==> src/boot_settings.svh <==
/*
 * Boot-load subsystem settings
 * Widths, memory depth and the values that the config loader
 * writes during the boot sequence.
 */
`ifndef BOOT_SETTINGS_SVH
`define BOOT_SETTINGS_SVH

`define BOOT_DATA_W     32
`define BOOT_ADDR_W     12
`define BOOT_MEM_WORDS  256

// Index and offset widths derived from the above
`define BOOT_MEM_IDX_W  8
`define BOOT_CFG_OFF_W  (`BOOT_ADDR_W-1)

`define BOOT_CORE_ID    3
`define BOOT_PC         32'h0000_0100

`endif
==> src/design/boot_pkg.sv <==
/*
 * Boot-load package
 * Word and address types, the host opcodes, the boot
 * sequencer states and the config register offsets.
 */
`include "boot_settings.svh"

package boot_pkg;

   typedef logic [`BOOT_DATA_W-1:0] word_t;
   typedef logic [`BOOT_ADDR_W-1:0] addr_t;

   typedef enum logic [1:0] {
      OP_WRITE  = 2'd0,
      OP_READ   = 2'd1,
      OP_FINISH = 2'd2
   } io_op_e;

   typedef enum logic [1:0] {
      ST_LOAD = 2'd0,
      ST_CFG  = 2'd1,
      ST_RUN  = 2'd2
   } boot_state_e;

   // Config space offsets
   localparam logic [`BOOT_CFG_OFF_W-1:0] CFG_FREEZE  = 'd0;
   localparam logic [`BOOT_CFG_OFF_W-1:0] CFG_CORE_ID = 'd1;
   localparam logic [`BOOT_CFG_OFF_W-1:0] CFG_BOOT_PC = 'd2;

endpackage

==> src/design/cfg_loader.sv <==
/*
 * Config loader
 * Writes core id, boot PC and finally freeze = 0 into config
 * space, one full four-phase cycle per write, then reports done.
 */
`timescale 1ns/1ns
`include "boot_settings.svh"

module cfg_loader
  (input  logic             clk_i,
   input  logic             rst_i,
   input  logic             cfg_start_i,
   output logic             cfg_done_o,
   output logic             req_o,
   output logic             we_o,
   output boot_pkg::addr_t  addr_o,
   output boot_pkg::word_t  wdata_o,
   input  logic             ack_i
   );

   import boot_pkg::*;

   typedef enum logic [1:0] {
      LD_IDLE = 2'd0,
      LD_REQ  = 2'd1,
      LD_DROP = 2'd2,
      LD_DONE = 2'd3
   } ld_state_e;

   ld_state_e                   state_q;
   logic [1:0]                  step_q;
   logic [`BOOT_CFG_OFF_W-1:0]  off;

   always_ff @(posedge clk_i)
   begin
      if (rst_i)
      begin
         state_q <= LD_IDLE;
         step_q  <= 2'd0;
      end
      else
      begin
         case (state_q)
            LD_IDLE:
            begin
               step_q <= 2'd0;
               if (cfg_start_i)
                  state_q <= LD_REQ;
            end
            LD_REQ:
            begin
               if (ack_i)
                  state_q <= LD_DROP;
            end
            LD_DROP:
            begin
               // Next write only once ack is low again
               if (!ack_i)
               begin
                  if (step_q == 2'd2)
                     state_q <= LD_DONE;
                  else
                  begin
                     step_q  <= step_q + 2'd1;
                     state_q <= LD_REQ;
                  end
               end
            end
            LD_DONE:
            begin
               if (!cfg_start_i)
                  state_q <= LD_IDLE;
            end
            default:
            begin
               state_q <= LD_IDLE;
            end
         endcase
      end
   end

   // Write sequence, freeze cleared last
   always_comb
   begin
      case (step_q)
         2'd0:
         begin
            off     = CFG_CORE_ID;
            wdata_o = word_t'(`BOOT_CORE_ID);
         end
         2'd1:
         begin
            off     = CFG_BOOT_PC;
            wdata_o = word_t'(`BOOT_PC);
         end
         default:
         begin
            off     = CFG_FREEZE;
            wdata_o = '0;
         end
      endcase
   end

   assign addr_o     = {1'b1, off};
   assign req_o      = (state_q == LD_REQ);
   assign we_o       = (state_q == LD_REQ);
   assign cfg_done_o = (state_q == LD_DONE);

endmodule

==> config.mk <==
export PLATFORM = sky130hd
export DESIGN_NAME = cfg_loader
export DESIGN_NICKNAME = d
export VERILOG_FILES = /design/src/design/boot_pkg.sv /design/src/design/cfg_loader.sv
export VERILOG_INCLUDE_DIRS = /design/src
export SDC_FILE = /design/constraint.sdc
export NUM_CORES = 1
export LEC_CHECK = 0
export ABC_AREA = 1
export BUFFER_PORTS_ARGS = -buffer_cell sky130_fd_sc_hd__buf_2
export CAP_MARGIN = 20
export CORE_MARGIN = 5
export CORE_UTILIZATION = 38
export DETAILED_ROUTE_END_ITERATION = 12
export GPL_ROUTABILITY_DRIVEN = 0
export PLACE_DENSITY_LB_ADDON = 0.12
export SLEW_MARGIN = 20
export SYNTH_ARGS = -nofsm -noshare
export SYNTH_HDL_FRONTEND = slang
export SYNTH_SLANG_ARGS = --single-unit
export TNS_END_PERCENT = 100
==> constraint.sdc <==
create_clock -name clk_i -period 1.5 [get_ports clk_i]
set_input_delay 0.3 -clock clk_i [delete_from_list [all_inputs] [get_ports clk_i]]
set_output_delay 0.3 -clock clk_i [all_outputs]
set_load 0.01 [all_outputs]
Yosys cells after proc, flatten, opt, wreduce, memory -nomap -nowiden
Index checks and enable logic that the tools add are counted.
Widths: inputs -> output; s select.
{"block": "op_classes", "n_mux": 11, "eq_ne": 10, "add_sub_neg": 1, "reduce_logical": 5}
{"op": "$pmux 9 s2", "n": 1}
{"op": "$mux 2", "n": 7}
{"op": "$ne 2x2->1 const B", "n": 4}
{"op": "$pmux 2 s2", "n": 2}
{"op": "$pmux 2 s4", "n": 1}
{"op": "$eq 2x2->1 const B", "n": 3}
{"op": "$eq 2x1->1 const B", "n": 2}
{"op": "$logic_not 2->1", "n": 2}
{"op": "$reduce_and 4->1", "n": 1}
{"op": "$reduce_and 3->1", "n": 1}
{"op": "$add 2x1->2 const B", "n": 1}
{"op": "$ne 2x1->1 const B", "n": 1}
{"op": "$reduce_bool 2->1", "n": 1}
{"block": "totals", "inputBits": 4, "ff_bits": 4, "output_inout_bits": 47}

Depth between registers and ports, before layout
{"block": "logic_depth", "depth_word": 4, "depth_mapped": 7, "depth_no_buf": 7}

Least setup slack after synthesis
Ideal clock, no wire load.
{"block": "synth_timing", "path_kind": "reg-to-reg", "from": "register step_q[0]", "to": "register step_q[0]", "setup_time_ns": 0.118, "n_path_buf": 0, "setup_slack_ns": 0.376, "path_stages_with_launch": 7, "t_arrival_ns": 1.006, "path_cell_list": "dfxtp_1 -> inv_1 -> ha_1 -> a21oi_1 -> nand2_2 -> o21ai_1 -> a21oi_1"}
{"block": "synth_between", "elab_chain_len": 4, "elab_cells_between_ends": 7, "classes_between": "1 x add/sub; 2 x eq/ne; 3 x mux; 1 x reduce/logical"}
{"item": "start: declaration", "line_no": "cfg_loader.sv:31", "text": "logic [1:0] step_q;"}
{"item": "start signal: assignment", "line_no": "cfg_loader.sv:64", "text": "step_q <= step_q + 2'd1;"}
{"item": "$add 2x1->2", "line_no": "cfg_loader.sv:64"}
{"item": "$mux 2", "line_no": "cfg_loader.sv:60", "text": "if (step_q == 2'd2)"}
{"item": "$mux 2", "line_no": "cfg_loader.sv:58", "text": "if (!ack_i)"}
{"item": "$pmux 2 s2", "line_no": "cfg_loader.sv:43", "text": "case (state_q)"}
Parallel ways exist; a longest one is shown, timed or not. The select of a mux whose other input is x is not followed.
A chain may end at the register's enable or synchronous reset.

Worst setup path after layout
{"block": "layout_timing", "from": "register step_q[0]", "to": "output addr_o[0]"}
{"block": "layout_between", "elab_chain_len": 2, "elab_cells_between_ends": 3, "classes_between": "1 x eq/ne; 1 x mux; 1 x reduce/logical"}
{"item": "$eq 2x1->1 / $logic_not 2->1 (equally long branches)", "line_no": "cfg_loader.sv:85", "text": "case (step_q)"}
{"item": "$pmux 2 s2 *", "line_no": "cfg_loader.sv:85"}
{"item": "end: declaration", "line_no": "cfg_loader.sv:16", "text": "output boot_pkg::addr_t addr_o,"}
Every way passes the cells marked *; elsewhere a longest branch is shown, timed or not.

==> flow_summary_export.csv <==
group,metric,value,unit
outcome,status,"finished clean",
clock_network,clock-sinks,4,
clock_network,clk_latency,0.24,ns
global_routing,grt_max_degree,8,
clock_network,ctsResizeCount,0,
floorplanning,initial_utilization,0.411,
worst_setup_path,slowest_delay,0.35,ns
global_routing,grt_pass1_vias,335,
worst_setup_path,crit_chain,"inv_1, ha_1, buf_2",
logic_synthesis,synthSimpleGateAreaFrac,0.145,
timing,setup_tns,0,ns
clock_network,path_clk_slew,0.04,ns
flow_run,maxCapViolCount,0,
pwr,p_leak,0.345,nW
logic_synthesis,synth_seq_cells,4,
worst_setup_path,r2r_cells,6,
finish,layout-drive-gt1-share,0.230,
timing,period_share,0.889,
placed_design,hpwl,812,um
detailed_routing,detail_route.first_pass.iterations,4,
finish,syn_to_final_growth,-13.5,%
detailed_routing,vias_per_cell,3.55,
hold_path,hold_path_end,"state_q[1]$_SDFFE_PP0P_",
clock_network,cts_tree,"built",
clock_network,cts.root.buffer_cell,"clkbuf_4",
logic_synthesis,synth_top_area_cell,"buf_4",
global_routing,grt_pass1_wl,1.32,mm
timing,finalHoldViolCount,0,
logic_synthesis,synthMuxAreaShare,0,
logic_synthesis,synth_area,641,um2
global_routing,grt_antenna_before_repair,0,
detailed_routing,vias,412,
finish,final_common_cell,"conb_1",
floorplanning,io_pins,51,
logic_synthesis,yosys.area.top_type_share,0.504,
finish,final_cell_mix,"conb_1, buf_2, inv_1, nand2_1",
timing,slew_violations,0,
worst_setup_path,path_max_fanout,3,
detailed_routing,route.detailed.drc,0,
logic_synthesis,synth_top_family_by_area,"buffers and inverters",
clock_network,cts_buffers,3,
global_routing,gr-total-overflow,0,
worst_setup_path,path_class,"register to output port",
worst_setup_path,crit_required,1.20,ns
hold_path,worstHoldPathCells,2,
worst_setup_path,worstSetupStartpoint,"step_q[0]$_SDFFE_PP0P_",
hold_path,min_from,"rst_i",
timing,period_minus_slack,1.33,ns
pwr,p_per_area,827,mW/mm2
logic_synthesis,synth-compound-area-share,0.0742,
detailed_routing,antenna_left,0,
logic_synthesis,synth_xor_area_frac,0,
floorplanning,dieArea,0.00261,mm2
floorplanning,die_h,51.1,um
pwr,total_power,0.000459,W
worst_setup_path,critPathSlowestCell,"dfxtp_1",
floorplanning,core,0.00156,mm2
logic_synthesis,avgSynthCellArea,6.96,um2
logic_synthesis,ys_warn_count,0,
clock_network,htreeDepth,1,
timing,setup_viol,0,
worst_setup_path,cp_data_arrival_time,1.03,ns
detailed_routing,routedWlPerCell,8.07,um
floorplanning,num_rows,14,
detailed_routing,wirelength,936,um
pwr,ir_drop,0.000348,V
clock_network,cts_buffer_depth,2,
detailed_routing,drtIter0Drc,7,
global_routing,globalRouteTotalUtil,0.0715,
clock_network,ctsHoldBuffers,0,
finish,diodes,0,
worst_setup_path,worst_setup_path_end_kind,"output port",
logic_synthesis,synth_cell_types,18,
timing,fmax,750,MHz
logic_synthesis,synthAdderAreaFrac,0.0586,
placed_design,placed_cells,113,
timing,rsz0062_at_grt,"no",
logic_synthesis,syn-instance-count,92,
worst_setup_path,start_kind,"register",
floorplanning,die_w,51.1,um
finish,fillCellCount,179,
clock_network,cts_setup_buffers,0,
logic_synthesis,yosys-top-cells-area,"buf_4, dfxtp_1, ha_1",
timing,skew,0.00525,ns
hold_path,hp-class,"input pin to register",
placed_design,port_buffers,11,
worst_setup_path,reg2reg_from,"step_q[0]$_SDFFE_PP0P_",
timing,whs,0.235,ns
worst_setup_path,r2r_slack,0.30,ns
finish,fin_nets,109,
logic_synthesis,synth-seq-area-share,0.125,
worst_setup_path,r2r-end,"step_q[0]$_SDFFE_PP0P_",
finish,finalNonFillerCells,116,
[logic make-up after synthesis]
family,after synthesis
other,2
flip-flops,4
buffers and inverters,57
adder cells (fa/ha/maj),3
AND/OR/NAND/NOR,18
AO/OA/AOI/OAI,8
[critical path, delay by kind of cell, from the launching register on]
| family | cells | cell delay [ns] |
|---|---|---|
| flip-flops | 1 | 0.35 |
| buffers and inverters | 2 | 0.23 |
| adder cells (fa/ha/maj) | 1 | 0.22 |
[how the worst max path moves through the flow]
stage | end | slack (ns)
CTS | addr_o[0] | 0.14
finish | addr_o[0] | 0.17
floorplan | step_q[0]$_SDFFE_PP0P_ | 0.38
global route | req_o | 0.09
global placement | step_q[0]$_SDFFE_PP0P_ | 0.32
detailed placement | step_q[0]$_SDFFE_PP0P_ | 0.30
[through the flow]
stage / setup WS [ns] / area [um2] / util
finish: 0.167 / 554 / 0.356
global route: 0.0885 / 554 / 0.356
CTS: 0.140 / 554 / 0.356
detailed placement: 0.296 / 532 / 0.341
global placement: 0.316 / 532 / 0.341
floorplan: 0.376 / 779 / -
[power by group]
group,switching (W),internal [W],total [W]
clock network,0.0000500,0.0000899,0.000140
logic,0.000128,0.0000551,0.000183
registers,0.0000161,0.000119,0.000135
[registers in the layout, indices dropped and copies added (netlist names)]
signal   flops
step_q       2
state_q      2
[final cells by class]
class,count,area [um2],area share
Multi-Input combinational cell,68,324,0.585
Sequential cell,4,80.1,0.144
Tap cell,16,20.0,0.0361
Clock buffer,3,22.5,0.0406
Inverter,14,52.6,0.0948
Timing Repair Buffer,11,55.1,0.0993
[Yosys cell counts]
library cell and n:
inv_2 2, ha_1 3, clkinv_1 2, nand2_1 7, a21oi_2 1, nand3_2 2, nand3_1 4, nand2_2 2
inv_1 10, dfxtp_1 4, o21ai_0 1, nor2_2 1, a21oi_1 3, nor2_1 2, conb_1 2, o21ai_2 1
buf_4 43, o21ai_1 2
[layer usage]
| layer | GRT usage | vias to the layer above | share of wire |
|---|---|---|---|
| met4 | 0.0673 | 0 | 0.0075 |
| met3 | 0.0349 | 2 | 0.16 |
| li1 | - | 210 | - |
| met2 | 0.0987 | 35 | 0.46 |
| met5 | 0 | - | 0 |
| met1 | 0.0789 | 165 | 0.37 |
Note: power is estimated with default switching activity, not from simulation.
