$ cat config.mk
export PLATFORM = sky130hd
export DESIGN_NAME = io_router
export DESIGN_NICKNAME = d
export VERILOG_FILES = /design/src/design/boot_pkg.sv /design/src/design/io_router.sv
export VERILOG_INCLUDE_DIRS = /design/src
export SDC_FILE = /design/constraint.sdc
export NUM_CORES = 1
export LEC_CHECK = 0
export BUFFER_PORTS_ARGS = -buffer_cell sky130_fd_sc_hd__buf_2
export CORE_MARGIN = 5
export CORE_UTILIZATION = 40
export DETAILED_ROUTE_END_ITERATION = 10
export GPL_TIMING_DRIVEN = 0
export PLACE_DENSITY_LB_ADDON = 0.3
export SYNTH_ARGS = -nofsm -noshare
export SYNTH_HDL_FRONTEND = slang
export SYNTH_SLANG_ARGS = --single-unit
$ cat constraint.sdc
create_clock -name clk_i -period 2.9 [get_ports clk_i]
set_clock_uncertainty 0.1 [all_clocks]
set_input_delay 0.58 -clock clk_i [delete_from_list [all_inputs] [get_ports clk_i]]
set_output_delay 0.58 -clock clk_i [all_outputs]
set_load 0.02 [all_outputs]
$ cat src/boot_settings.svh
/*
 * Boot-load subsystem settings
 * Widths, memory depth and the values that the config loader
 * writes during the boot sequence.
 */
`ifndef BOOT_SETTINGS_SVH
`define BOOT_SETTINGS_SVH

`define BOOT_DATA_W     32
`define BOOT_ADDR_W     12
`define BOOT_MEM_WORDS  256

// Index and offset widths derived from the above
`define BOOT_MEM_IDX_W  8
`define BOOT_CFG_OFF_W  (`BOOT_ADDR_W-1)

`define BOOT_CORE_ID    3
`define BOOT_PC         32'h0000_0100

`endif
$ cat src/design/boot_pkg.sv
/*
 * Boot-load package
 * Word and address types, the host opcodes, the boot
 * sequencer states and the config register offsets.
 */
`include "boot_settings.svh"

package boot_pkg;

   typedef logic [`BOOT_DATA_W-1:0] word_t;
   typedef logic [`BOOT_ADDR_W-1:0] addr_t;

   typedef enum logic [1:0] {
      OP_WRITE  = 2'd0,
      OP_READ   = 2'd1,
      OP_FINISH = 2'd2
   } io_op_e;

   typedef enum logic [1:0] {
      ST_LOAD = 2'd0,
      ST_CFG  = 2'd1,
      ST_RUN  = 2'd2
   } boot_state_e;

   // Config space offsets
   localparam logic [`BOOT_CFG_OFF_W-1:0] CFG_FREEZE  = 'd0;
   localparam logic [`BOOT_CFG_OFF_W-1:0] CFG_CORE_ID = 'd1;
   localparam logic [`BOOT_CFG_OFF_W-1:0] CFG_BOOT_PC = 'd2;

endpackage

$ cat src/design/io_router.sv
/*
 * IO router
 * Picks the host or the config loader as source, registers the
 * request, decodes memory or config space from the top address
 * bit and runs the four-phase handshake toward that target.
 */
`timescale 1ns/1ns
`include "boot_settings.svh"

module io_router
  (input  logic                        clk_i,
   input  logic                        rst_i,
   input  logic                        src_sel_i,
   input  logic                        host_req_i,
   input  logic                        host_we_i,
   input  boot_pkg::addr_t             host_addr_i,
   input  boot_pkg::word_t             host_wdata_i,
   output logic                        host_ack_o,
   output boot_pkg::word_t             host_rdata_o,
   input  logic                        req_i,
   input  logic                        we_i,
   input  boot_pkg::addr_t             addr_i,
   input  boot_pkg::word_t             wdata_i,
   output logic                        ack_o,
   output logic                        mem_req_o,
   output logic                        mem_we_o,
   output logic [`BOOT_MEM_IDX_W-1:0]  mem_idx_o,
   output boot_pkg::word_t             mem_wdata_o,
   input  logic                        mem_ack_i,
   input  boot_pkg::word_t             mem_rdata_i,
   output logic                        cr_req_o,
   output logic                        cr_we_o,
   output logic [`BOOT_CFG_OFF_W-1:0]  cr_off_o,
   output boot_pkg::word_t             cr_wdata_o,
   input  logic                        cr_ack_i,
   input  boot_pkg::word_t             cr_rdata_i
   );

   import boot_pkg::*;

   typedef enum logic [1:0] {
      RT_IDLE = 2'd0,
      RT_REQ  = 2'd1,
      RT_ACK  = 2'd2
   } rt_state_e;

   rt_state_e state_q;
   logic      src_q;
   logic      tgt_cfg_q;
   logic      we_q;
   addr_t     addr_q;
   word_t     wdata_q;
   word_t     rdata_q;
   logic      sel_req;
   logic      src_req;
   logic      tgt_ack;

   assign sel_req = src_sel_i ? req_i : host_req_i;
   assign src_req = src_q ? req_i : host_req_i;
   assign tgt_ack = tgt_cfg_q ? cr_ack_i : mem_ack_i;

   always_ff @(posedge clk_i)
   begin
      if (rst_i)
      begin
         state_q   <= RT_IDLE;
         src_q     <= 1'b0;
         tgt_cfg_q <= 1'b0;
      end
      else
      begin
         case (state_q)
            RT_IDLE:
            begin
               if (sel_req)
               begin
                  src_q     <= src_sel_i;
                  tgt_cfg_q <= src_sel_i ? addr_i[`BOOT_ADDR_W-1]
                                         : host_addr_i[`BOOT_ADDR_W-1];
                  state_q   <= RT_REQ;
               end
            end
            RT_REQ:
            begin
               if (tgt_ack)
                  state_q <= RT_ACK;
            end
            RT_ACK:
            begin
               // Source released and target idle again
               if (!src_req && !tgt_ack)
                  state_q <= RT_IDLE;
            end
            default:
            begin
               state_q <= RT_IDLE;
            end
         endcase
      end
   end

   always_ff @(posedge clk_i)
   begin
      if (state_q == RT_IDLE && sel_req)
      begin
         we_q    <= src_sel_i ? we_i : host_we_i;
         addr_q  <= src_sel_i ? addr_i : host_addr_i;
         wdata_q <= src_sel_i ? wdata_i : host_wdata_i;
      end
      if (state_q == RT_REQ && tgt_ack)
         rdata_q <= tgt_cfg_q ? cr_rdata_i : mem_rdata_i;
   end

   // Memory index wraps on the low address bits
   assign mem_req_o   = (state_q == RT_REQ) && !tgt_cfg_q;
   assign mem_we_o    = we_q;
   assign mem_idx_o   = addr_q[`BOOT_MEM_IDX_W-1:0];
   assign mem_wdata_o = wdata_q;

   assign cr_req_o   = (state_q == RT_REQ) && tgt_cfg_q;
   assign cr_we_o    = we_q;
   assign cr_off_o   = addr_q[`BOOT_CFG_OFF_W-1:0];
   assign cr_wdata_o = wdata_q;

   assign host_ack_o   = (state_q == RT_ACK) && !src_q;
   assign ack_o        = (state_q == RT_ACK) && src_q;
   assign host_rdata_o = rdata_q;

endmodule

# --- Yosys cells after proc, flatten, opt, wreduce, memory -nomap -nowiden ---
# Cells that the tools add are included.
word_totals:
  reg_bits: 80
  out_inout_bits: 121
  wordCells: 38
op_classes:
  eq_ne: 5
  mux: 12
  reduce_logical: 14
op_table:
  columns: ["op", "n"]
  rows:
  - ["$mux 32", 2]
  - ["$mux 11", 1]
  - ["$logic_and 1x1->1", 7]
  - ["$mux 2", 3]
  - ["$ne 2x2->1 const B", 3]
  - ["$pmux 2 s3", 1]
  - ["$mux 1", 5]
  - ["$logic_not 1->1", 4]
  - ["$reduce_and 3->1", 1]
  - ["$eq 2x1->1 const B", 1]
  - ["$eq 2x2->1 const B", 1]
  - ["$logic_not 2->1", 1]
  - ["$reduce_and 2->1", 1]

# --- Depth between registers and ports, before layout ---
# Gate-level depths: netlist (run 1).
logic_depth:
  ltp_word: 5
  depth_mapped: 4
  depth_no_buf: 3

# --- Worst setup path before layout (run 1) ---
# Ideal clock, no wire load.
synth_path:
  path_type: "input port to flip-flop"
  startpoint: "input port mem_ack_i"
  endpoint: "register rdata_q[0] (netlist: host_rdata_o[0]) (enable)"
  setup_ps: 422
  t_arrival_ps: 2057
  required_ps: 2378
  setup_slack_ps: 321
  path_stages: 2
  path_buffers: 0
  path_cell_list: "mux2i_2 nor2_1"
synth_between:
  elab_chain_cells: 2
synth_lines:
  columns: ["item", "line", "rtl"]
  rows:
  - ["start, declared", "io_router.sv:29", "input logic mem_ack_i,"]
  - ["$mux 1", "io_router.sv:60", "assign tgt_ack = tgt_cfg_q ? cr_ack_i : mem_ack_i;"]
  - ["$logic_and 1x1->1", "io_router.sv:110", "if (state_q == RT_REQ && tgt_ack)"]
  - ["end signal, assigned", "io_router.sv:111", "rdata_q <= tgt_cfg_q ? cr_rdata_i : mem_rdata_i;"]
  - ["end, declared", "io_router.sv:53", "word_t rdata_q;"]
# No other way between the ends.
# A chain may end at the register's enable or synchronous reset.

# --- Worst setup path in the final report (run 1) ---
layout_path:
  startpoint: "register tgt_cfg_q"
  endpoint: "output port cr_req_o"
layout_between:
  elab_chain_cells: 1
layout_lines:
  columns: ["item", "line", "rtl"]
  rows:
  - ["start, declared", "io_router.sv:49", "logic tgt_cfg_q;"]
  - ["start signal, assigned", "io_router.sv:78", "tgt_cfg_q <= src_sel_i ? addr_i[`BOOT_ADDR_W-1]"]
  - ["$logic_and 1x1->1", "io_router.sv:120", "assign cr_req_o = (state_q == RT_REQ) && tgt_cfg_q;"]
  - ["end, declared", "io_router.sv:31", "output logic cr_req_o,"]
# No other way between the ends.

==> results of run 1 <==
-- state kept, by name, summed over array words and instances, names as in the netlist --
name / flops
addr_q: 11
cr_wdata_o: 32
host_rdata_o: 32
state_q: 2
src_q: 1
cr_we_o: 1
tgt_cfg_q: 1
-- critical path: stages, from the launching register on --
cell and delay, ns:
dfxtp_1 0.34, buf_6 0.15, buf_4 0.21, and2_1 0.15
buf_2 0.17
-- power by group --
part	internal, mW	switching [mW]	total, mW
Sequential	1.39	0.0396	1.43
Combinational	0.353	0.385	0.737
Clock	0.558	0.393	0.950
-- metal layers --
layer	share of wire, %	GRT usage [%]
met1	35	18.5
met2	49	29.7
met3	12	7.28
met4	2.6	8.30
met5	0.074	0
-- worst max-delay path by stage --
stage | slack [ns] | start | cells past startpoint | to
detailed placement | 0.68 | src_sel_i | 4 | cr_wdata_o[11]$_DFFE_PP_
CTS | 0.82 | tgt_cfg_q$_SDFFE_PP0P_ | 4 | cr_req_o
floorplan | 0.32 | mem_ack_i | 2 | host_rdata_o[0]$_DFFE_PP_
global route | 0.78 | tgt_cfg_q$_SDFFE_PP0P_ | 4 | cr_req_o
global placement | -0.45 | cr_ack_i | 3 | host_rdata_o[22]$_DFFE_PP_
finish | 0.86 | tgt_cfg_q$_SDFFE_PP0P_ | 4 | cr_req_o
-- metrics by stage --
step	cells	setup WS (ns)	util [%]	power [mW]
after floorplan	233	0.321	-	1.91
after global placement	647	-0.454	56.7	2.19
after detailed placement	647	0.682	56.8	2.20
after CTS	663	0.822	59.2	3.15
after global routing	663	0.779	59.2	3.25
final	663	0.858	59.2	3.12
-- cells by family after synthesis --
kind of cell           Yosys count
muxes                           80
DFF                             80
buffers and inverters           53
and+or+nand+nor                 14
AOI/OAI and AO/OA                6
-- area by class of cell --
type | count | share of cell area [%]
flip-flops and latches | 80 | 41.4
repair buffers | 281 | 24.6
multi-input cells | 100 | 20.0
plain buffers | 50 | 6.80
clock buffers | 14 | 3.02
well taps | 133 | 2.92
clock inverters | 2 | 1.05
inverters | 3 | 0.197
-- synth_stat cells (2+ instances only) --
cell type,number,area share [%]
mux2i_1,3,0.77
a21oi_1,3,0.39
buf_6,4,1.2
buf_4,45,8.7
dfxtp_1,4,2.1
inv_1,3,0.29
edfxtp_1,76,59
nand2b_1,2,0.32
mux2_4,29,11
mux2_2,47,14
nor2_1,6,0.58
==> flow_summary.yaml, run 1 <==
place:
  placed_area_um2: 5480
  port_buffers: 281
  dp_hpwl_um: 8810
  gp_congestion: 0.777
finish:
  n_fill_cell: 801
  final_common_cell: "buf_2"
  layout_common_cells: "buf_2 (282), edfxtp_1 (76), mux2_2 (47)"
  seqCellArea_um2: 2360
  multiInputGateArea_um2: 1140
  n_antenna_cell: 0
  syn_to_final_growth_pct: 46.5
  drive_gt1_share_pct: 80.4
  fin_area_um2: 5710
  final_nets: 686
worst_setup_path:
  worstReg2RegEnd: "cr_wdata_o[16]$_DFFE_PP_"
  worstPathMaxFanout: 10
  required_ns: 2.22
  path_class: "flop to primary output"
  cp.arrival_ns: 1.36
  reg2reg_slack_ns: 1.01
  rr_worst_depth: 3
  r2r_start: "state_q[1]$_SDFFE_PP0P_"
  critPathLaunchType: "flop"
  end_kind: "primary output"
yosys:
  synth-simple-area-share_pct: 2.22
  synth-seq-cells: 80
  synth_fa_ha_area_share_pct: 0
  synth_compound_area_share_pct: 0.996
  synth_edf_count: 76
  syn_avg_cell_area_um2: 16.7
  synth_warnings: 0
  synthMuxAreaShare_pct: 25.9
  synthCells: 233
  syn-num-nets: 394
  yosysUniqueCellTypes: 22
  synth_area_um2: 3890
  synth_seq_area_share_pct: 60.6
  yosys_most_used_dff: "edfxtp_1"
  synth_xor_area_share_pct: 0
  synth_top_family_by_area: "multiplexers"
  async_reset_ff_share_pct: 0
clock_tree:
  clockRootBuffer: "clkbuf_8"
  cts_tree: "done"
  clock_latency_ns: 0.34
  cts_made_buffers: 9
  cts_max_level: 3
  cts_resized: 0
  clock-sinks: 80
  post_cts_buffers: 0
  cts.hold.buffers_added: 0
  clk_pin_slew_ns: 0.08
  clockBufferDepth: 2
floorplan:
  die_w_um: 109
  die_h_um: 109
  pin_count: 282
  rows: 36
  core_area_um2: 9640
  start_util_pct: 40.4
  dieArea_um2: 11800
min_path:
  hp-class: "primary input to flop"
  hold_end: "state_q[0]$_SDFFE_PP0P_"
  hold_depth: 2
  hp-start: "rst_i"
route:
  routed_via_density: 4.46
  drt_iter0_drc: 77
  drc: 0
  ant_nets: 0
  num_vias: 2956
  dr.pass1.iters: 4
  wl_per_cell_um: 16.4
  wirelength_um: 10900
timing:
  tightest_slew_ns: 0.948
  fin_tns_setup_ns: 0
  finalSetupViolCount: 0
  max_freq_ghz: 0.490
  relSlewSlack_pct: 36.7
  slew_viol_final: 0
  period_needed_ns: 2.04
  rsz0062_at_grt: "no"
  hold_slack_ns: 0.348
  post-route-period-util_pct: 70.4
  hold_viol: 0
grt:
  antenna_found_initial: 1
  grt_pass1_wl_um: 15400
  grt_max_degree: 45
  grt_pass1_vias: 3040
  overflow: 0
  grt_usage_pct: 17.3
power:
  leakage_nw: 2.71
  power.density_nw_per_um2: 546
  peakVddDrop_mv: 0.263
status:
  status: "finished clean"
flow_run:
  cap_violations: 0
Power figures use the tool's default switching activity.
==> run 2: changes to the inputs <==
ABC_AREA = 1   (was default)
clock period = 2.1 ns   (was 2.9 ns; I/O delays follow)
==> run 2 against run 1 <==
Worst hold slack got worse by 0.17 ns. Critical path depth rose by 1. Highest routed layer is now met4. Sequential share of layout area increased by 0.80 points. Largest cell class unchanged. Largest power group unchanged. Combinational power up 60%.
==> flow_summary.yaml, run 2 <==
route:
  wirelength_um: 11500
  dr.pass1.iters: 5
  num_vias: 3686
  drc: 0
  wl_per_cell_um: 13.7
  drt_iter0_drc: 134
  ant_nets: 0
  routed_via_density: 4.38
floorplan:
  rows: 36
  pin_count: 282
  dieArea_um2: 11700
  die_w_um: 108
  start_util_pct: 40.3
  core_area_um2: 9590
  die_h_um: 108
worst_setup_path:
  worstPathMaxFanout: 32
  end_kind: "flop"
  reg2reg_slack_ns: 0.19
  critPathLaunchType: "flop"
  path_class: "flop to flop"
  cp.arrival_ns: 1.70
  required_ns: 1.88
finish:
  n_fill_cell: 879
  layout_common_cells: "buf_2 (288), nand2_1 (241), edfxtp_1 (76)"
  final_common_cell: "buf_2"
  syn_to_final_growth_pct: 44.7
  drive_gt1_share_pct: 51.1
  fin_area_um2: 5600
  final_nets: 864
  seqCellArea_um2: 2360
  n_antenna_cell: 0
  multiInputGateArea_um2: 1030
grt:
  grt_pass1_vias: 3618
  antenna_found_initial: 0
  grt_max_degree: 46
  use_met2_pct: 34.2
  busiest_layer: "met2"
  grt_usage_pct: 19.2
  overflow: 0
  met1_usage_pct: 20.5
  grt_pass1_wl_um: 17200
  use_met3_pct: 5.97
power:
  p_switching_mw: 1.30
  leakage_nw: 3.03
  peakVddDrop_mv: 0.390
  power.density_nw_per_um2: 739
  comb_power_share_pct: 28.6
  seqPwrFrac_pct: 49.1
  intPower_mw: 2.84
  p_sw_share_pct: 31.3
  clkPwrFrac_pct: 22.3
yosys:
  synthTopCellsByCount: "nand2_1 (241), edfxtp_1 (76), buf_4 (49)"
  netlist.area_leader.share_pct: 59.0
  synth-seq-cells: 80
  syn_avg_cell_area_um2: 9.42
  synthMuxAreaShare_pct: 0
  synth_edf_count: 76
  synth_warnings: 0
  synth_most_common_cell: "nand2_1"
  synth_compound_area_share_pct: 0.614
  async_reset_ff_share_pct: 0
  yosys_most_used_dff: "edfxtp_1"
  synth_fa_ha_area_share_pct: 0
  synth-simple-area-share_pct: 25.9
  synth_xor_area_share_pct: 0
  yosysTopAreaCell: "edfxtp_1"
  synth_top_family_by_area: "simple AND/OR/NAND/NOR gates"
  synth_area_um2: 3870
  synth_seq_area_share_pct: 61.0
  syn-num-nets: 572
  yosysUniqueCellTypes: 17
  synthCells: 411
  synth_area_leaders: "edfxtp_1 (59%), nand2_1 (23%), buf_4 (9.5%)"
min_path:
  hp-class: "primary input to flop"
clock_tree:
  clock-sinks: 80
  clock_latency_ns: 0.33
  clockRootBuffer: "clkbuf_8"
  cts_resized: 1
  clockBufferDepth: 2
  cts_made_buffers: 9
  cts.hold.buffers_added: 0
  post_cts_buffers: 0
  clk_pin_slew_ns: 0.07
  cts_max_level: 3
  cts_tree: "done"
flow_run:
  cap_violations: 0
timing:
  post-route-period-util_pct: 91.1
  hold_viol: 0
  fin_ws_ns: 0.187
  period_needed_ns: 1.91
  max_freq_ghz: 0.523
  relSlewSlack_pct: 37.3
  rsz0062_at_grt: "no"
  slew_viol_final: 0
  tightest_slew_ns: 0.940
  finalSetupViolCount: 0
place:
  port_buffers: 281
  gp_congestion: 0.860
  placed_area_um2: 5440
  dp_hpwl_um: 9500
  pre_cts_slack_ns: -0.0587
status:
  status: "finished clean"
## run 2: final cells by class
cell class,count,area share (%)
Tap cell,133,2.97
Inverter,14,1.05
Clock inverter,6,0.469
Timing Repair Buffer,281,25.1
Sequential cell,80,42.2
Clock buffer,10,2.28
Multi-Input combinational cell,259,18.3
Buffer,58,7.60
## run 2: layer usage
layer  vias to the layer above  part of all wire (%)
met5                         -                     0
met4                         0                   2.5
met3                        20                    11
met2                       198                    51
met1                      1631                    35
li1                       1837                     -
## run 2: worst max-delay path: stages, from the launching register on
cell and delay, ns:
dfxtp_1 0.30, buf_4 0.17, inv_4 0.11, nand2_4 0.05, nand3_1 0.16, clkinvlp_4 0.56
## run 2: power groups by stage
stage | logic (mW) | registers (mW) | clock network, mW
after floorplan | 0.552 | 2.24 | 0
after global placement | 1.18 | 2.06 | 0
after detailed placement | 1.20 | 2.07 | 0
after CTS | 1.20 | 2.03 | 0.968
after global routing | 1.30 | 2.05 | 1.03
final | 1.18 | 2.03 | 0.922
## run 2: path summary, 6_finish.rpt
kind | startpoint | end | cells past startpoint
max reg2reg | tgt_cfg_q$_SDFFE_PP0P_ | host_rdata_o[11]$_DFFE_PP_ | 5
min reg2reg | src_q$_SDFFE_PP0P_ | src_q$_SDFFE_PP0P_ | 2
max | tgt_cfg_q$_SDFFE_PP0P_ | host_rdata_o[11]$_DFFE_PP_ | 5
min | rst_i | state_q[1]$_SDFFE_PP0P_ | 2
## run 2: logic make-up after synthesis
kind of cell | after synthesis
and+or+nand+nor | 255
AOI/OAI and AO/OA | 4
DFF | 80
buffers and inverters | 72
## run 2: per-stage QoR
stage / hold slack (ns) / util [%] / setup TNS, ns / power [mW] / cells
detailed placement: 0.410 / 56.7 / -1.83 / 3.27 / 825
CTS: 0.149 / 58.4 / 0 / 4.21 / 841
global placement: 0.401 / 56.7 / 0 / 3.24 / 825
global route: 0.161 / 58.4 / 0 / 4.37 / 841
floorplan: 0.378 / - / 0 / 2.80 / 411
finish: 0.180 / 58.4 / 0 / 4.14 / 841
