<file path="src/boot_settings.svh">
/*
 * Boot-load subsystem settings
 * Widths, memory depth and the values that the config loader
 * writes during the boot sequence.
 */
`ifndef BOOT_SETTINGS_SVH
`define BOOT_SETTINGS_SVH

`define BOOT_DATA_W     32
`define BOOT_ADDR_W     12
`define BOOT_MEM_WORDS  256

// Index and offset widths derived from the above
`define BOOT_MEM_IDX_W  8
`define BOOT_CFG_OFF_W  (`BOOT_ADDR_W-1)

`define BOOT_CORE_ID    3
`define BOOT_PC         32'h0000_0100

`endif
</file>
<file path="src/design/boot_pkg.sv">
/*
 * Boot-load package
 * Word and address types, the host opcodes, the boot
 * sequencer states and the config register offsets.
 */
`include "boot_settings.svh"

package boot_pkg;

   typedef logic [`BOOT_DATA_W-1:0] word_t;
   typedef logic [`BOOT_ADDR_W-1:0] addr_t;

   typedef enum logic [1:0] {
      OP_WRITE  = 2'd0,
      OP_READ   = 2'd1,
      OP_FINISH = 2'd2
   } io_op_e;

   typedef enum logic [1:0] {
      ST_LOAD = 2'd0,
      ST_CFG  = 2'd1,
      ST_RUN  = 2'd2
   } boot_state_e;

   // Config space offsets
   localparam logic [`BOOT_CFG_OFF_W-1:0] CFG_FREEZE  = 'd0;
   localparam logic [`BOOT_CFG_OFF_W-1:0] CFG_CORE_ID = 'd1;
   localparam logic [`BOOT_CFG_OFF_W-1:0] CFG_BOOT_PC = 'd2;

endpackage

</file>
<file path="src/design/boot_sequencer.sv">
/*
 * Boot sequencer
 * Owns the load, config and run phases. Passes host reads and
 * writes to the router, acknowledges FINISH itself, starts the
 * config loader and selects which source drives the router.
 */
`timescale 1ns/1ns

module boot_sequencer
  (input  logic              clk_i,
   input  logic              rst_i,
   input  logic              host_req_i,
   input  boot_pkg::io_op_e  host_op_i,
   output logic              host_ack_o,
   output boot_pkg::word_t   host_rdata_o,
   output logic              rt_req_o,
   output logic              src_sel_o,
   input  logic              rt_ack_i,
   input  boot_pkg::word_t   rt_rdata_i,
   output logic              cfg_start_o,
   input  logic              cfg_done_i,
   output logic              done_o
   );

   import boot_pkg::*;

   boot_state_e state_q;
   logic        fin_ack_q;
   logic        fin_go;

   // FINISH is served here, never in the config phase
   assign fin_go = host_req_i && (host_op_i == OP_FINISH) && (state_q != ST_CFG)
                   && !fin_ack_q;

   always_ff @(posedge clk_i)
   begin
      if (rst_i)
      begin
         state_q   <= ST_LOAD;
         fin_ack_q <= 1'b0;
      end
      else
      begin
         if (fin_go)
            fin_ack_q <= 1'b1;
         else if (!host_req_i)
            fin_ack_q <= 1'b0;

         case (state_q)
            ST_LOAD:
            begin
               if (fin_go)
                  state_q <= ST_CFG;
            end
            ST_CFG:
            begin
               if (cfg_done_i)
                  state_q <= ST_RUN;
            end
            ST_RUN:
            begin
               state_q <= ST_RUN;
            end
            default:
            begin
               state_q <= ST_LOAD;
            end
         endcase
      end
   end

   // Host held off while the loader owns the router
   assign rt_req_o = host_req_i && (host_op_i != OP_FINISH) && (state_q != ST_CFG);

   assign host_ack_o   = fin_ack_q | rt_ack_i;
   assign host_rdata_o = rt_rdata_i;

   assign src_sel_o   = (state_q == ST_CFG);
   assign cfg_start_o = (state_q == ST_CFG);
   assign done_o      = (state_q == ST_RUN);

endmodule

</file>
<file path="config.mk">
export PLATFORM = sky130hd
export DESIGN_NAME = boot_sequencer
export DESIGN_NICKNAME = d
export VERILOG_FILES = /design/src/design/boot_pkg.sv /design/src/design/boot_sequencer.sv
export VERILOG_INCLUDE_DIRS = /design/src
export SDC_FILE = /design/constraint.sdc
export NUM_CORES = 1
export LEC_CHECK = 0
export BUFFER_PORTS_ARGS = -buffer_cell sky130_fd_sc_hd__buf_2
export CAP_MARGIN = 15
export CORE_MARGIN = 10
export CORE_UTILIZATION = 30
export DETAILED_ROUTE_END_ITERATION = 16
export PLACE_DENSITY = 0.81
export SLEW_MARGIN = 20
export SYNTH_ARGS = -nofsm -noshare
export SYNTH_HDL_FRONTEND = slang
export SYNTH_SLANG_ARGS = --single-unit
export TNS_END_PERCENT = 10
</file>
<file path="constraint.sdc">
create_clock -name clk_i -period 2.6 [get_ports clk_i]
set_input_delay 0.13 -clock clk_i [delete_from_list [all_inputs] [get_ports clk_i]]
set_output_delay 0.13 -clock clk_i [all_outputs]
set_load 0.02 [all_outputs]
</file>
## Yosys cells after proc, flatten, opt, wreduce, memory -nomap -nowiden

Cells that the tools add are included.

| storage, ports and cells | value |
|---|---|
| bits in registers | 3 |
| bits of input ports | 39 |
| word-level logic and storage cells | 24 |

| cells by class | value |
|---|---|
| equal/unequal tests | 8 |
| muxes and demuxes | 5 |
| reductions and logical operators | 8 |
| bitwise gates (word level) | 1 |

Operator list:

| cell | number |
|---|---|
| != test 2 x 1 -> 1 bit, second input constant | 3 |
| one-hot mux 2 bit (3 select lines) | 1 |
| logical AND 1 bit | 5 |
| == test 2 bit, second input constant | 2 |
| 2-to-1 mux 2 bit | 2 |
| != test 2 bit, second input constant | 2 |
| == test 2 x 1 -> 1 bit, second input constant | 1 |
| zero test 2 bit | 1 |
| 2-to-1 mux 1 bit | 2 |
| AND reduction 2 bit | 1 |
| zero test 1 bit | 1 |
| bitwise OR 1 bit | 1 |

## Depth between registers and ports, before layout

Gate-level depths: netlist of run 1.

| depth | value |
|---|---|
| depth in word-level cells | 6 |
| gate-level depth with buffers | 5 |

## Least setup slack after synthesis of run 1

No wires, ideal clock.

| timing | value |
|---|---|
| path type | register -> register |
| from | register state_q[1] |
| to | register state_q[0] |
| setup time | 0.118 ns |
| stages on the path, launching flop included | 6 |
| slack | 1.184 ns |
| arrival time | 1.298 ns |
| cell sequence | dfxtp_1 inv_1 ha_1 nand2b_1 o32a_4 mux2i_1 |

| between the ends | value |
|---|---|
| elaborated cells between the ends (all ways) | 10 |
| classes of those cells | eq/ne (5); mux (1); reduce/logical (4) |

RTL lines:

| element | line | source |
|---|---|---|
| start, declared | boot_sequencer.sv:27 | `boot_state_e state_q;` |
| start signal, assigned | boot_sequencer.sv:39 | `state_q <= ST_LOAD;` |
| start signal, assigned | boot_sequencer.sv:53 | `state_q <= ST_CFG;` |
| start signal, assigned | boot_sequencer.sv:58 | `state_q <= ST_RUN;` |
| == test 2 x 1 -> 1 bit * | - |  |
| net cfg_start_o | boot_sequencer.sv:20 | `output logic cfg_start_o,` |
| != test 2 x 1 -> 1 bit (no line) | - |  |
| AND reduction 2 bit (no line) | - |  |

Mark *: on every way through the listed nets, which the timed path passes. The rest lies on a longest branch.
A chain may end at the register's enable or synchronous reset.

## Worst setup path in the final report of run 1

| timing | value |
|---|---|
| from | register state_q[1] |
| to | output port rt_req_o |

| between the ends | value |
|---|---|
| longest elaborated chain between the ends | 2 |

RTL lines:

| element | line | source |
|---|---|---|
| != test 2 x 1 -> 1 bit | boot_sequencer.sv:73 | `assign rt_req_o = host_req_i && (host_op_i != OP_FINISH) && (state_q != ST_CFG);` |
| logical AND 1 bit | boot_sequencer.sv:73 |  |
| end, declared | boot_sequencer.sv:16 | `output logic rt_req_o,` |

Every way passes these cells.

==> results of run 1 <==
-- cells in the final DEF (no fill, tap or decap) --
| cell type | netlist | final |
|---|---|---|
| dfxtp_1 | 3 | 3 |
| or2_1 | 1 | 1 |
| clkbuf_4 | 0 | 3 |
| clkbuf_1 | 0 | 1 |
| mux2i_1 | 2 | 2 |
| nand2b_4 | 1 | 1 |
| and2b_2 | 1 | 1 |
| o32a_4 | 1 | 1 |
| o21bai_1 | 1 | 1 |
| inv_1 | 2 | 2 |
| and3b_1 | 1 | 1 |
| nor2b_1 | 1 | 1 |
| nand2b_1 | 5 | 5 |
| buf_2 | 0 | 11 |
| ha_1 | 4 | 4 |
-- cells by family (layout without fill, tap and decap cells) --
group           Yosys count  count (layout)  share of synthesized area, %
fa+ha+maj                 4               4                          10.2
simple gates             10              10                          15.3
buf+inv                  35              17                          52.0
compound gates            2               2                          6.12
flops                     3               3                          12.2
mux                       2               2                          4.08
-- area by class of cell --
cell class	instances	area, um^2
clock buffers	4	26.3
fillers	162	1180
inverters	2	7.51
multi-input cells	18	175
flip-flops and latches	3	60.1
well taps	16	20.0
repair buffers	11	55.1
-- worst max-delay path: stages, from the launching register on --
cell and delay [ns]:
dfxtp_1 0.35, inv_1 0.09, ha_1 0.22, nand2b_1 0.17, and2b_2 0.21, buf_2 0.15
-- layer usage --
layer | vias up | part of all wire (%)
met5 | - | 0
met4 | 0 | 0.53
met3 | 2 | 19
met2 | 16 | 56
met1 | 115 | 24
li1 | 106 | -
-- power by group through the flow --
| stage | registers (uW) | logic, uW | clock network (uW) |
|---|---|---|---|
| 5_1_grt | 66.1 | 147 | 95.3 |
| 2_1_floorplan | 63.1 | 183 | 0 |
| 3_5_place_dp | 65.4 | 136 | 0 |
| 6_report | 64.8 | 132 | 83.1 |
| 4_1_cts | 64.8 | 137 | 89.4 |
| 3_3_place_gp | 64.8 | 133 | 0 |
-- sequential cells by signal, indices dropped and copies added, names as in the netlist --
name and cells:
state_q 2, fin_ack_q 1
-- how the worst max path moves through the flow --
| stage | end | cells past startpoint | startpoint |
|---|---|---|---|
| floorplan | state_q[0] | 5 | state_q[1] |
| global placement | state_q[1] | 5 | state_q[1] |
| detailed placement | state_q[1] | 5 | state_q[1] |
| CTS | rt_req_o | 5 | state_q[1] |
| global route | rt_req_o | 5 | state_q[1] |
| finish | rt_req_o | 5 | state_q[1] |
-- metrics by stage --
stage | std cells | util [%] | hold WS [ns] | worst slack, ns | instance area, um^2
global placement | 50 | 20.9 | 0.260 | 1.25 | 318
floorplan | 56 | - | 0.294 | 1.18 | 490
global route | 54 | 22.6 | 0.168 | 0.935 | 344
finish | 54 | 22.6 | 0.173 | 1.04 | 344
detailed placement | 50 | 20.9 | 0.260 | 1.21 | 318
CTS | 54 | 22.6 | 0.169 | 1.02 | 344
==> impl_results.md, run 1 <==
* Final net count at 82
* Most common cell in the netlist: buf_4
* Clk slew on worst S/H paths at 0.04 ns
* # rows at 14
* GRT Util Overall at 4.62%
* Fin. max-slew vios at 0
* CTS Buf Count at 3
* Vias in the first global route at 264
* Clock share of power at 29.7%
* Sink Count at 3
* Pin count of the biggest net entering global routing at 6
* FF-to-FF path depth at 5
* Sw Ratio at 36.8%
* Post_cts resized at 0
* Reg-to-reg startpoint: state_q[1]
* Status: finished, final reports clean
* EDFF count, synth at 0
* Post-layout min period at 1.56 ns
* ANT cells at 0
* 1st-pass router iterations at 2
* Via count at 239
* Crit path arrival time at 1.43 ns
* Die area at 3650 um^2
* DRT antenna net count at 0
* Pwr Density at 815 nW/um^2
* Internal power at 177 uW
* CTS root buffer: clkbuf_4
* Crit end category: primary output
* Worst Hold Depth at 2
* Setup TNS at 0 ns
* Sequential area share after synthesis at 12.2%
* Initial antenna violation count at 0
* Slew Limit Headroom at 92.2%
* Sequential cell fraction of total power at 23.1%
* Reg-to-reg setup timing slack at 1.21 ns
* Ys Warns at 0
* Layout area overhead at -29.8%
* Cell area after synthesis at 490 um^2
* Fin crit share at 59.8%
* P_leak at 0.000178 uW
* GRT overflow at 0
* Startpoint Class: flop
* HP Class: input pin to flop
* Vias/cell at 4.43
* Max Root-Sink Buffers at 2
* DR WL/cell at 14.0 um
* DRC viols at 0
* Max cap viols at 0
* Worst Skew at 0.00346 ns
* Post-Syn Instances at 56
* Synth area leader: buf_4
* Worst path required time at 2.47 ns
* Dominant cells by area after synthesis: buf_4 51%, dfxtp_1 12%, ha_1 10%
* CTS tree: built
* Synth async-reset ratio at 0%
* IR drop worst, VDD at 0.284 mV
* Number of port buffers at 11
* Hold Path Sink: fin_ack_q
* Switching pwr at 103 uW
* Share of cells above drive strength 1 at 44.7%
* Ys flop type: dfxtp_1
* Met1 usage at 1.87%
* Syn Area/Cell at 8.76 um^2
* I/O pin total at 76
* Post-synth top cells: 33 x buf_4, 5 x nand2b_1, 4 x ha_1
* Tot Pwr at 280 uW
* First-pass GRT wire length at 1170 um
* Placer Congestion at 0.685
* Core footprint at 1520 um^2
* Maximum clock frequency at 643 MHz
* Initial Utilization at 32.2%
* Hold Startpoint: host_req_i
* H-tree Lvls at 1
* Top Usage Layer GRT: met2
* Worst-path maximum fanout at 5
* Final count of negative-setup-slack endpoints at 0
* GRT met3 Usage at 6.89%
* Global-route met2 utilization at 8.24%
* Final hold vios at 0
* Die width at 60.4 um
* Reg2Reg Capture Point: state_q[1]
* Yosys top cell area share at 50.5%
* CP Class: flop to primary output
* Initial DRC count at 1
* Setup repair bufs after CTS at 0
* Synth unique cells at 13
* Net count after synthesis at 99
* Combinational Power Share at 47.2%
* Synth Register Bits at 3
* RSZ-0062 raised after global routing: no
* Die height at 60.4 um
* # hold bufs at CTS at 0
* Slew at the pin closest to its max-slew limit at 0.114 ns
* Hpwl dp at 634 um
* Drt total wl at 755 um
* Worst-skew pair later-pin latency at 0.23 ns
Note: power is estimated with default switching activity, not from simulation.
==> run 2: changes to the inputs <==
--- a/config.mk
+++ b/config.mk
@@ -9,9 +9,9 @@
 export BUFFER_PORTS_ARGS = -buffer_cell sky130_fd_sc_hd__buf_2
 export CAP_MARGIN = 15
 export CORE_MARGIN = 10
-export CORE_UTILIZATION = 30
+export CORE_UTILIZATION = 25
 export DETAILED_ROUTE_END_ITERATION = 16
-export PLACE_DENSITY = 0.81
+export PLACE_DENSITY = 0.72
 export SLEW_MARGIN = 20
 export SYNTH_ARGS = -nofsm -noshare
 export SYNTH_HDL_FRONTEND = slang
==> constraint.sdc (replaced) <==
create_clock -name clk_i -period 1.4 [get_ports clk_i]
set_input_delay 0.07 -clock clk_i [delete_from_list [all_inputs] [get_ports clk_i]]
set_output_delay 0.07 -clock clk_i [all_outputs]
set_load 0.02 [all_outputs]
==> impl_results.md, run 2 (synthesis results as in run 1) <==
* CP max stage cell: dfxtp_2
* Placer Congestion at 0.684 (about the same)
* Post-layout min period at 1.35 ns
* Crit-path cells: inv_2 -> ha_4 -> nand2b_4 -> and2b_2 -> buf_4
* Startpoint Class: flop
* Placed cell area at 332 um^2 (+4.3%)
* Initial antenna violation count at 0 (unchanged)
* Die width at 64.3 um (+6.4%)
* Final std cells w/o fill at 63 (+17%)
* Crit end category: primary output
* Pwr Density at 1480 nW/um^2 (+81%)
* Worst-skew pair later-pin latency at 0.23 ns (about the same)
* Status: finished, final reports clean
* Max FFs per register at 2 (unchanged)
* Core footprint at 1800 um^2 (+18%)
* Final count of negative-setup-slack endpoints at 0 (unchanged)
* Design area at 380 um^2 (+11%)
* ANT cells at 0 (unchanged)
* Number of port buffers at 11 (unchanged)
* Fin crit share at 96.2%
* Biggest register: state_q
* Initial Utilization at 27.2% (-5.0 points)
* Internal power at 355 uW (+100%)
* Via count at 239 (unchanged)
* Drt total wl at 802 um (+6.2%)
* Maximum clock frequency at 742 MHz
* Vias/cell at 3.79 (-14%)
* Crit path arrival time at 1.28 ns (-0.15 ns)
* Max cap viols at 0 (unchanged)
* Commonest cells after routing, fill and taps aside: 10 x buf_2, 4 x nand2b_1, 3 x ha_1, 3 x clkbuf_4
* First-pass GRT wire length at 1190 um (+1.7%)
* Combinational Power Share at 50.1% (+2.9 points)
* GRT Util Overall at 3.79% (-0.83 points)
* Worst path required time at 1.33 ns (-1.14 ns)
* Family with the most delay on the worst path: simple AND/OR/NAND/NOR gates
* Layout area overhead at -22.4%
* Pin count of the biggest net entering global routing at 6 (unchanged)
* DRT antenna net count at 0 (unchanged)
* Setup repair bufs after CTS at 0 (unchanged)
* IR drop worst, VDD at 0.566 mV (+99%)
* GRT overflow at 0 (unchanged)
* CP max stage delay at 0.32 ns (-0.03 ns)
* P_leak at 0.000183 uW (+2.8%)
* CTS root buffer: clkbuf_4
* Slew at the pin closest to its max-slew limit at 0.112 ns (-0.00164 ns)
* DRC viols at 0 (unchanged)
* Fin. max-slew vios at 0 (unchanged)
* Clock share of power at 27.0% (-2.7 points)
* Die height at 64.3 um (+6.4%)
* Share of cells above drive strength 1 at 57.9% (+13 points)
* Fillers at 213 (+31%)
* HP Class: input pin to flop
* Max Root-Sink Buffers at 2 (unchanged)
* Switching pwr at 206 uW (+100%)
* Sequential cell fraction of total power at 23.0% (about the same)
* Biggest regs: state_q (2), fin_ack_q (1)
* Sink Count at 3 (unchanged)
* Vias in the first global route at 265 (+0.38%)
* Die area at 4130 um^2 (+13%)
* Final net count at 82 (unchanged)
* Worst-path maximum fanout at 5 (unchanged)
* CTS tree: built
* Clk slew on worst S/H paths at 0.04 ns (about the same)
* Storage cell area at 62.6 um^2 (+4.2%)
* H-tree Lvls at 1 (unchanged)
* # hold bufs at CTS at 0 (unchanged)
* Final hold vios at 0 (unchanged)
* Hpwl dp at 635 um (+0.16%)
* Sw Ratio at 36.7% (-0.061 points)
* 1st-pass router iterations at 4 (+2)
* DR WL/cell at 12.7 um (-8.9%)
* I/O pin total at 76 (unchanged)
* Worst Skew at 0.00119 ns (-0.00227 ns)
* # rows at 15 (+1)
* Initial DRC count at 3 (+2)
* Tot Pwr at 561 uW (+100%)
* Slew Limit Headroom at 92.3% (+0.11 points)
* CP Class: flop to primary output
* Most common cell after layout, fill and taps aside: buf_2
* Placed insts at 59 (+18%)
* Multi-input logic area at 195 um^2 (+11%)
* Buf/Inv on CP at 2 (unchanged)
* CTS Buf Count at 3 (unchanged)
[run 2: power groups by stage]
stage	combinational, uW	clock, uW	sequential (uW)
finish	281	151	129
global route	312	166	133
detailed placement	261	0	122
CTS	275	161	127
global placement	252	0	121
floorplan	342	0	118
[run 2: what timing repair did]
action / CTS / global route
gates resized for setup: 4 / 2
endpoints found under the setup margin: 1 / 1
pin swaps: 0 / 0
[run 2: per-layer routing]
metal  vias to the layer above  GRT usage [%]  wire, um
met4                         0           1.07        10
met3                         4           5.05       134
met5                         -              0         0
met2                        19           6.28       434
met1                       110           2.42       221
li1                        106              -         -
[run 2: stage by stage]
stage | util, % | setup WS (ns) | TNS, ns | hold slack, ns
2_1_floorplan | - | 0.0655 | 0 | 0.234
3_3_place_gp | 18.4 | 0.0853 | 0 | 0.140
3_5_place_dp | 18.4 | 0.0482 | 0 | 0.140
4_1_cts | 20.6 | 0.0288 | 0 | 0.101
5_1_grt | 21.1 | -0.00476 | -0.00476 | 0.140
6_report | 21.1 | 0.0531 | 0 | 0.139
[run 2: layout make-up]
cell class / instances / share of cell area [%]
multi-input cells: 18 / 51.3
flip-flops and latches: 3 / 16.4
repair buffers: 11 / 15.1
well taps: 25 / 8.22
clock buffers: 4 / 6.91
inverters: 2 / 1.97
[run 2: worst reg2reg max path: cells and delay by family (launching register included)]
kind	cells	cell delay, ns
buf+inv	1	0.06
mux	1	0.12
compound gates	1	0.32
simple gates	1	0.14
fa+ha+maj	1	0.16
flops	1	0.34
[run 2: worst paths after layout]
| path | start | end | slack [ns] | cells after the start |
|---|---|---|---|---|
| worst max-delay path | state_q[1] | rt_req_o | 0.05 | 5 |
| worst min-delay path | host_req_i | fin_ack_q | 0.14 | 2 |
| worst max register to register | state_q[1] | state_q[1] | 0.14 | 5 |
| worst min register to register | state_q[1] | state_q[1] | 0.50 | 2 |
==> run 3: changes to the inputs <==
--- a/config.mk
+++ b/config.mk
@@ -11,7 +11,9 @@
 export CORE_MARGIN = 10
 export CORE_UTILIZATION = 25
 export DETAILED_ROUTE_END_ITERATION = 16
+export HOLD_SLACK_MARGIN = 0.06
 export PLACE_DENSITY = 0.72
+export REMOVE_ABC_BUFFERS = 1
 export SLEW_MARGIN = 20
 export SYNTH_ARGS = -nofsm -noshare
 export SYNTH_HDL_FRONTEND = slang
==> impl_results.md, run 3 (synthesis results as in run 1) <==
* Met1 usage at 9.17% (+6.8 points)
* Crit path arrival time at 1.25 ns (-0.03 ns)
* Fin crit share at 94.0% (-2.2 points)
* CTS root buffer: clkbuf_4
* Core footprint at 1800 um^2 (unchanged)
* Drt total wl at 1780 um (+120%)
* Most common cell after layout, fill and taps aside: buf_2
* CTS Buf Count at 3 (unchanged)
* IR drop worst, VDD at 0.486 mV (-14%)
* CP max stage cell: dfxtp_2
* Reg2Reg Capture Point: state_q[0]
* # rows at 15 (unchanged)
* Biggest regs: state_q (2), fin_ack_q (1)
* Worst Hold Depth at 2 (unchanged)
* Pre-CTS setup slack at 0.0200 ns (-0.0282 ns)
* Commonest cells after routing, fill and taps aside: 10 x buf_2, 4 x nand2b_1, 3 x ha_1, 3 x clkbuf_4
* ANT cells at 0 (unchanged)
* Global-route met2 utilization at 5.67% (-0.62 points)
* DRC viols at 0 (unchanged)
* Fin. max-slew vios at 0 (unchanged)
* FF-to-FF path depth at 5 (unchanged)
* CTS tree: built
* Number of port buffers at 11 (unchanged)
* Final hold vios at 0 (unchanged)
* GRT Util Overall at 8.21% (+4.4 points)
* Worst path required time at 1.33 ns (about the same)
* DR WL/cell at 28.3 um (+120%)
* Worst-path maximum fanout at 5 (unchanged)
* Reg-to-reg startpoint: state_q[1]
* Initial DRC count at 3 (unchanged)
* GRT overflow at 0 (unchanged)
* Final setup margin at 0.0834 ns (+0.0304 ns)
* Max cap viols at 0 (unchanged)
* Switching pwr at 207 uW (+0.57%)
* Initial Utilization at 27.2% (unchanged)
* # hold bufs at CTS at 0 (unchanged)
* Hold Path Sink: fin_ack_q
* I/O pin total at 76 (unchanged)
* Reg-to-reg setup timing slack at 0.14 ns (about the same)
* Pin count of the biggest net entering global routing at 6 (unchanged)
* Max Root-Sink Buffers at 2 (unchanged)
* Clock share of power at 27.5% (+0.5 points)
* First-pass GRT wire length at 2230 um (+87%)
* Worst Skew at 0.00557 ns (+0.00438 ns)
* Final count of negative-setup-slack endpoints at 0 (unchanged)
* Top Usage Layer GRT: met3
* Status: finished, final reports clean
* GRT met3 Usage at 16.0% (+11 points)
* Vias/cell at 4.10 (+7.9%)
* CP max stage delay at 0.34 ns (+0.02 ns)
* Post-layout min period at 1.32 ns (-0.0304 ns)
* Combinational Power Share at 49.8% (-0.3 points)
* Initial antenna violation count at 0 (unchanged)
* Vias in the first global route at 284 (+7.2%)
* Worst-skew pair later-pin latency at 0.23 ns (about the same)
* Sequential cell fraction of total power at 22.7% (-0.3 points)
* H-tree Lvls at 1 (unchanged)
* Share of cells above drive strength 1 at 57.9% (unchanged)
* Internal power at 357 uW (+0.53%)
* Sw Ratio at 36.7% (about the same)
* 1st-pass router iterations at 2 (-2)
* Layout area overhead at -21.7%
* CP Class: flop to primary output
* Max FFs per register at 2 (unchanged)
* Slew Limit Headroom at 92.3% (about the same)
* Hpwl dp at 1530 um (+140%)
* Die height at 64.3 um (unchanged)
* P_leak at 0.000184 uW (+0.57%)
* Crit-path cells: inv_2 -> ha_4 -> nand2b_4 -> and2b_2 -> buf_6
* Die area at 4130 um^2 (unchanged)
* Design area at 384 um^2 (+0.99%)
* Crit end category: primary output
* Slew at the pin closest to its max-slew limit at 0.113 ns (+0.000892 ns)
* RSZ-0062 raised after global routing: no
* Setup TNS at 0 ns (unchanged)
* Biggest register: state_q
* Maximum clock frequency at 760 MHz (+2.3%)
* Pwr Density at 1470 nW/um^2 (-0.44%)
* Final net count at 82 (unchanged)
* Sink Count at 3 (unchanged)
* Placer Congestion at 0.638 (-6.8%)
* Placed cell area at 329 um^2 (-0.75%)
* Clk slew on worst S/H paths at 0.04 ns (about the same)
* Tot Pwr at 564 uW (+0.54%)
* Hold Startpoint: host_req_i
* Die width at 64.3 um (unchanged)
* Via count at 258 (+7.9%)
* DRT antenna net count at 0 (unchanged)
* Startpoint Class: flop
* HP Class: input pin to flop
run 3: cell counts in the layout (fill, tap and decap cells not counted):
No cell type changed its count.
run 3: worst max-delay path, delay by kind of cell, from the launching register on:
kind / cells / cell delay [ns]
adder cells (fa/ha/maj): 1 / 0.16
buffers and inverters: 2 / 0.17
flip-flops: 1 / 0.34
AND/OR/NAND/NOR: 2 / 0.35
run 3: through the flow:
stage	std cells	hold slack [ns]	util, %
5_1_grt	63	0.132	21.3
6_report	63	0.135	21.3
4_1_cts	63	0.0948	20.6
3_3_place_gp	59	0.140	18.3
3_5_place_dp	59	0.140	18.3
2_1_floorplan	23	0.140	-
run 3: area by class of cell:
| class | count | area, um^2 |
|---|---|---|
| inverters | 2 | 7.51 |
| fillers | 214 | 1420 |
| repair buffers | 11 | 61.3 |
| flip-flops and latches | 3 | 62.6 |
| clock buffers | 4 | 26.3 |
| well taps | 25 | 31.3 |
| multi-input cells | 18 | 195 |
run 3: worst max path at each step:
| stage | to | slack [ns] | start |
|---|---|---|---|
| finish | rt_req_o | 0.08 | state_q[1] |
| CTS | rt_req_o | 0.02 | state_q[0] |
| floorplan | state_q[0] | -0.11 | state_q[1] |
| detailed placement | state_q[0] | 0.02 | state_q[1] |
| global route | rt_req_o | 0.02 | state_q[1] |
| global placement | state_q[1] | 0.05 | state_q[1] |
run 3: power groups by stage:
stage / logic (uW) / registers, uW / clock network, uW
6_report: 281 / 128 / 155
5_1_grt: 309 / 132 / 175
4_1_cts: 273 / 127 / 164
3_5_place_dp: 257 / 121 / 0
3_3_place_gp: 251 / 120 / 0
2_1_floorplan: 194 / 117 / 0
run 3: what timing repair did:
item / in CTS / in global routing
hold endpoints to repair: 0 / 0
buffers inserted: 0 / 0
gates resized for setup: 5 / 3
setup endpoints to repair: 1 / 1
run 3: layer usage:
metal | vias up | wire length, um
li1 | 105 | -
met1 | 116 | 728
met2 | 37 | 478
met3 | 0 | 573
met4 | 0 | 0
met5 | - | 0
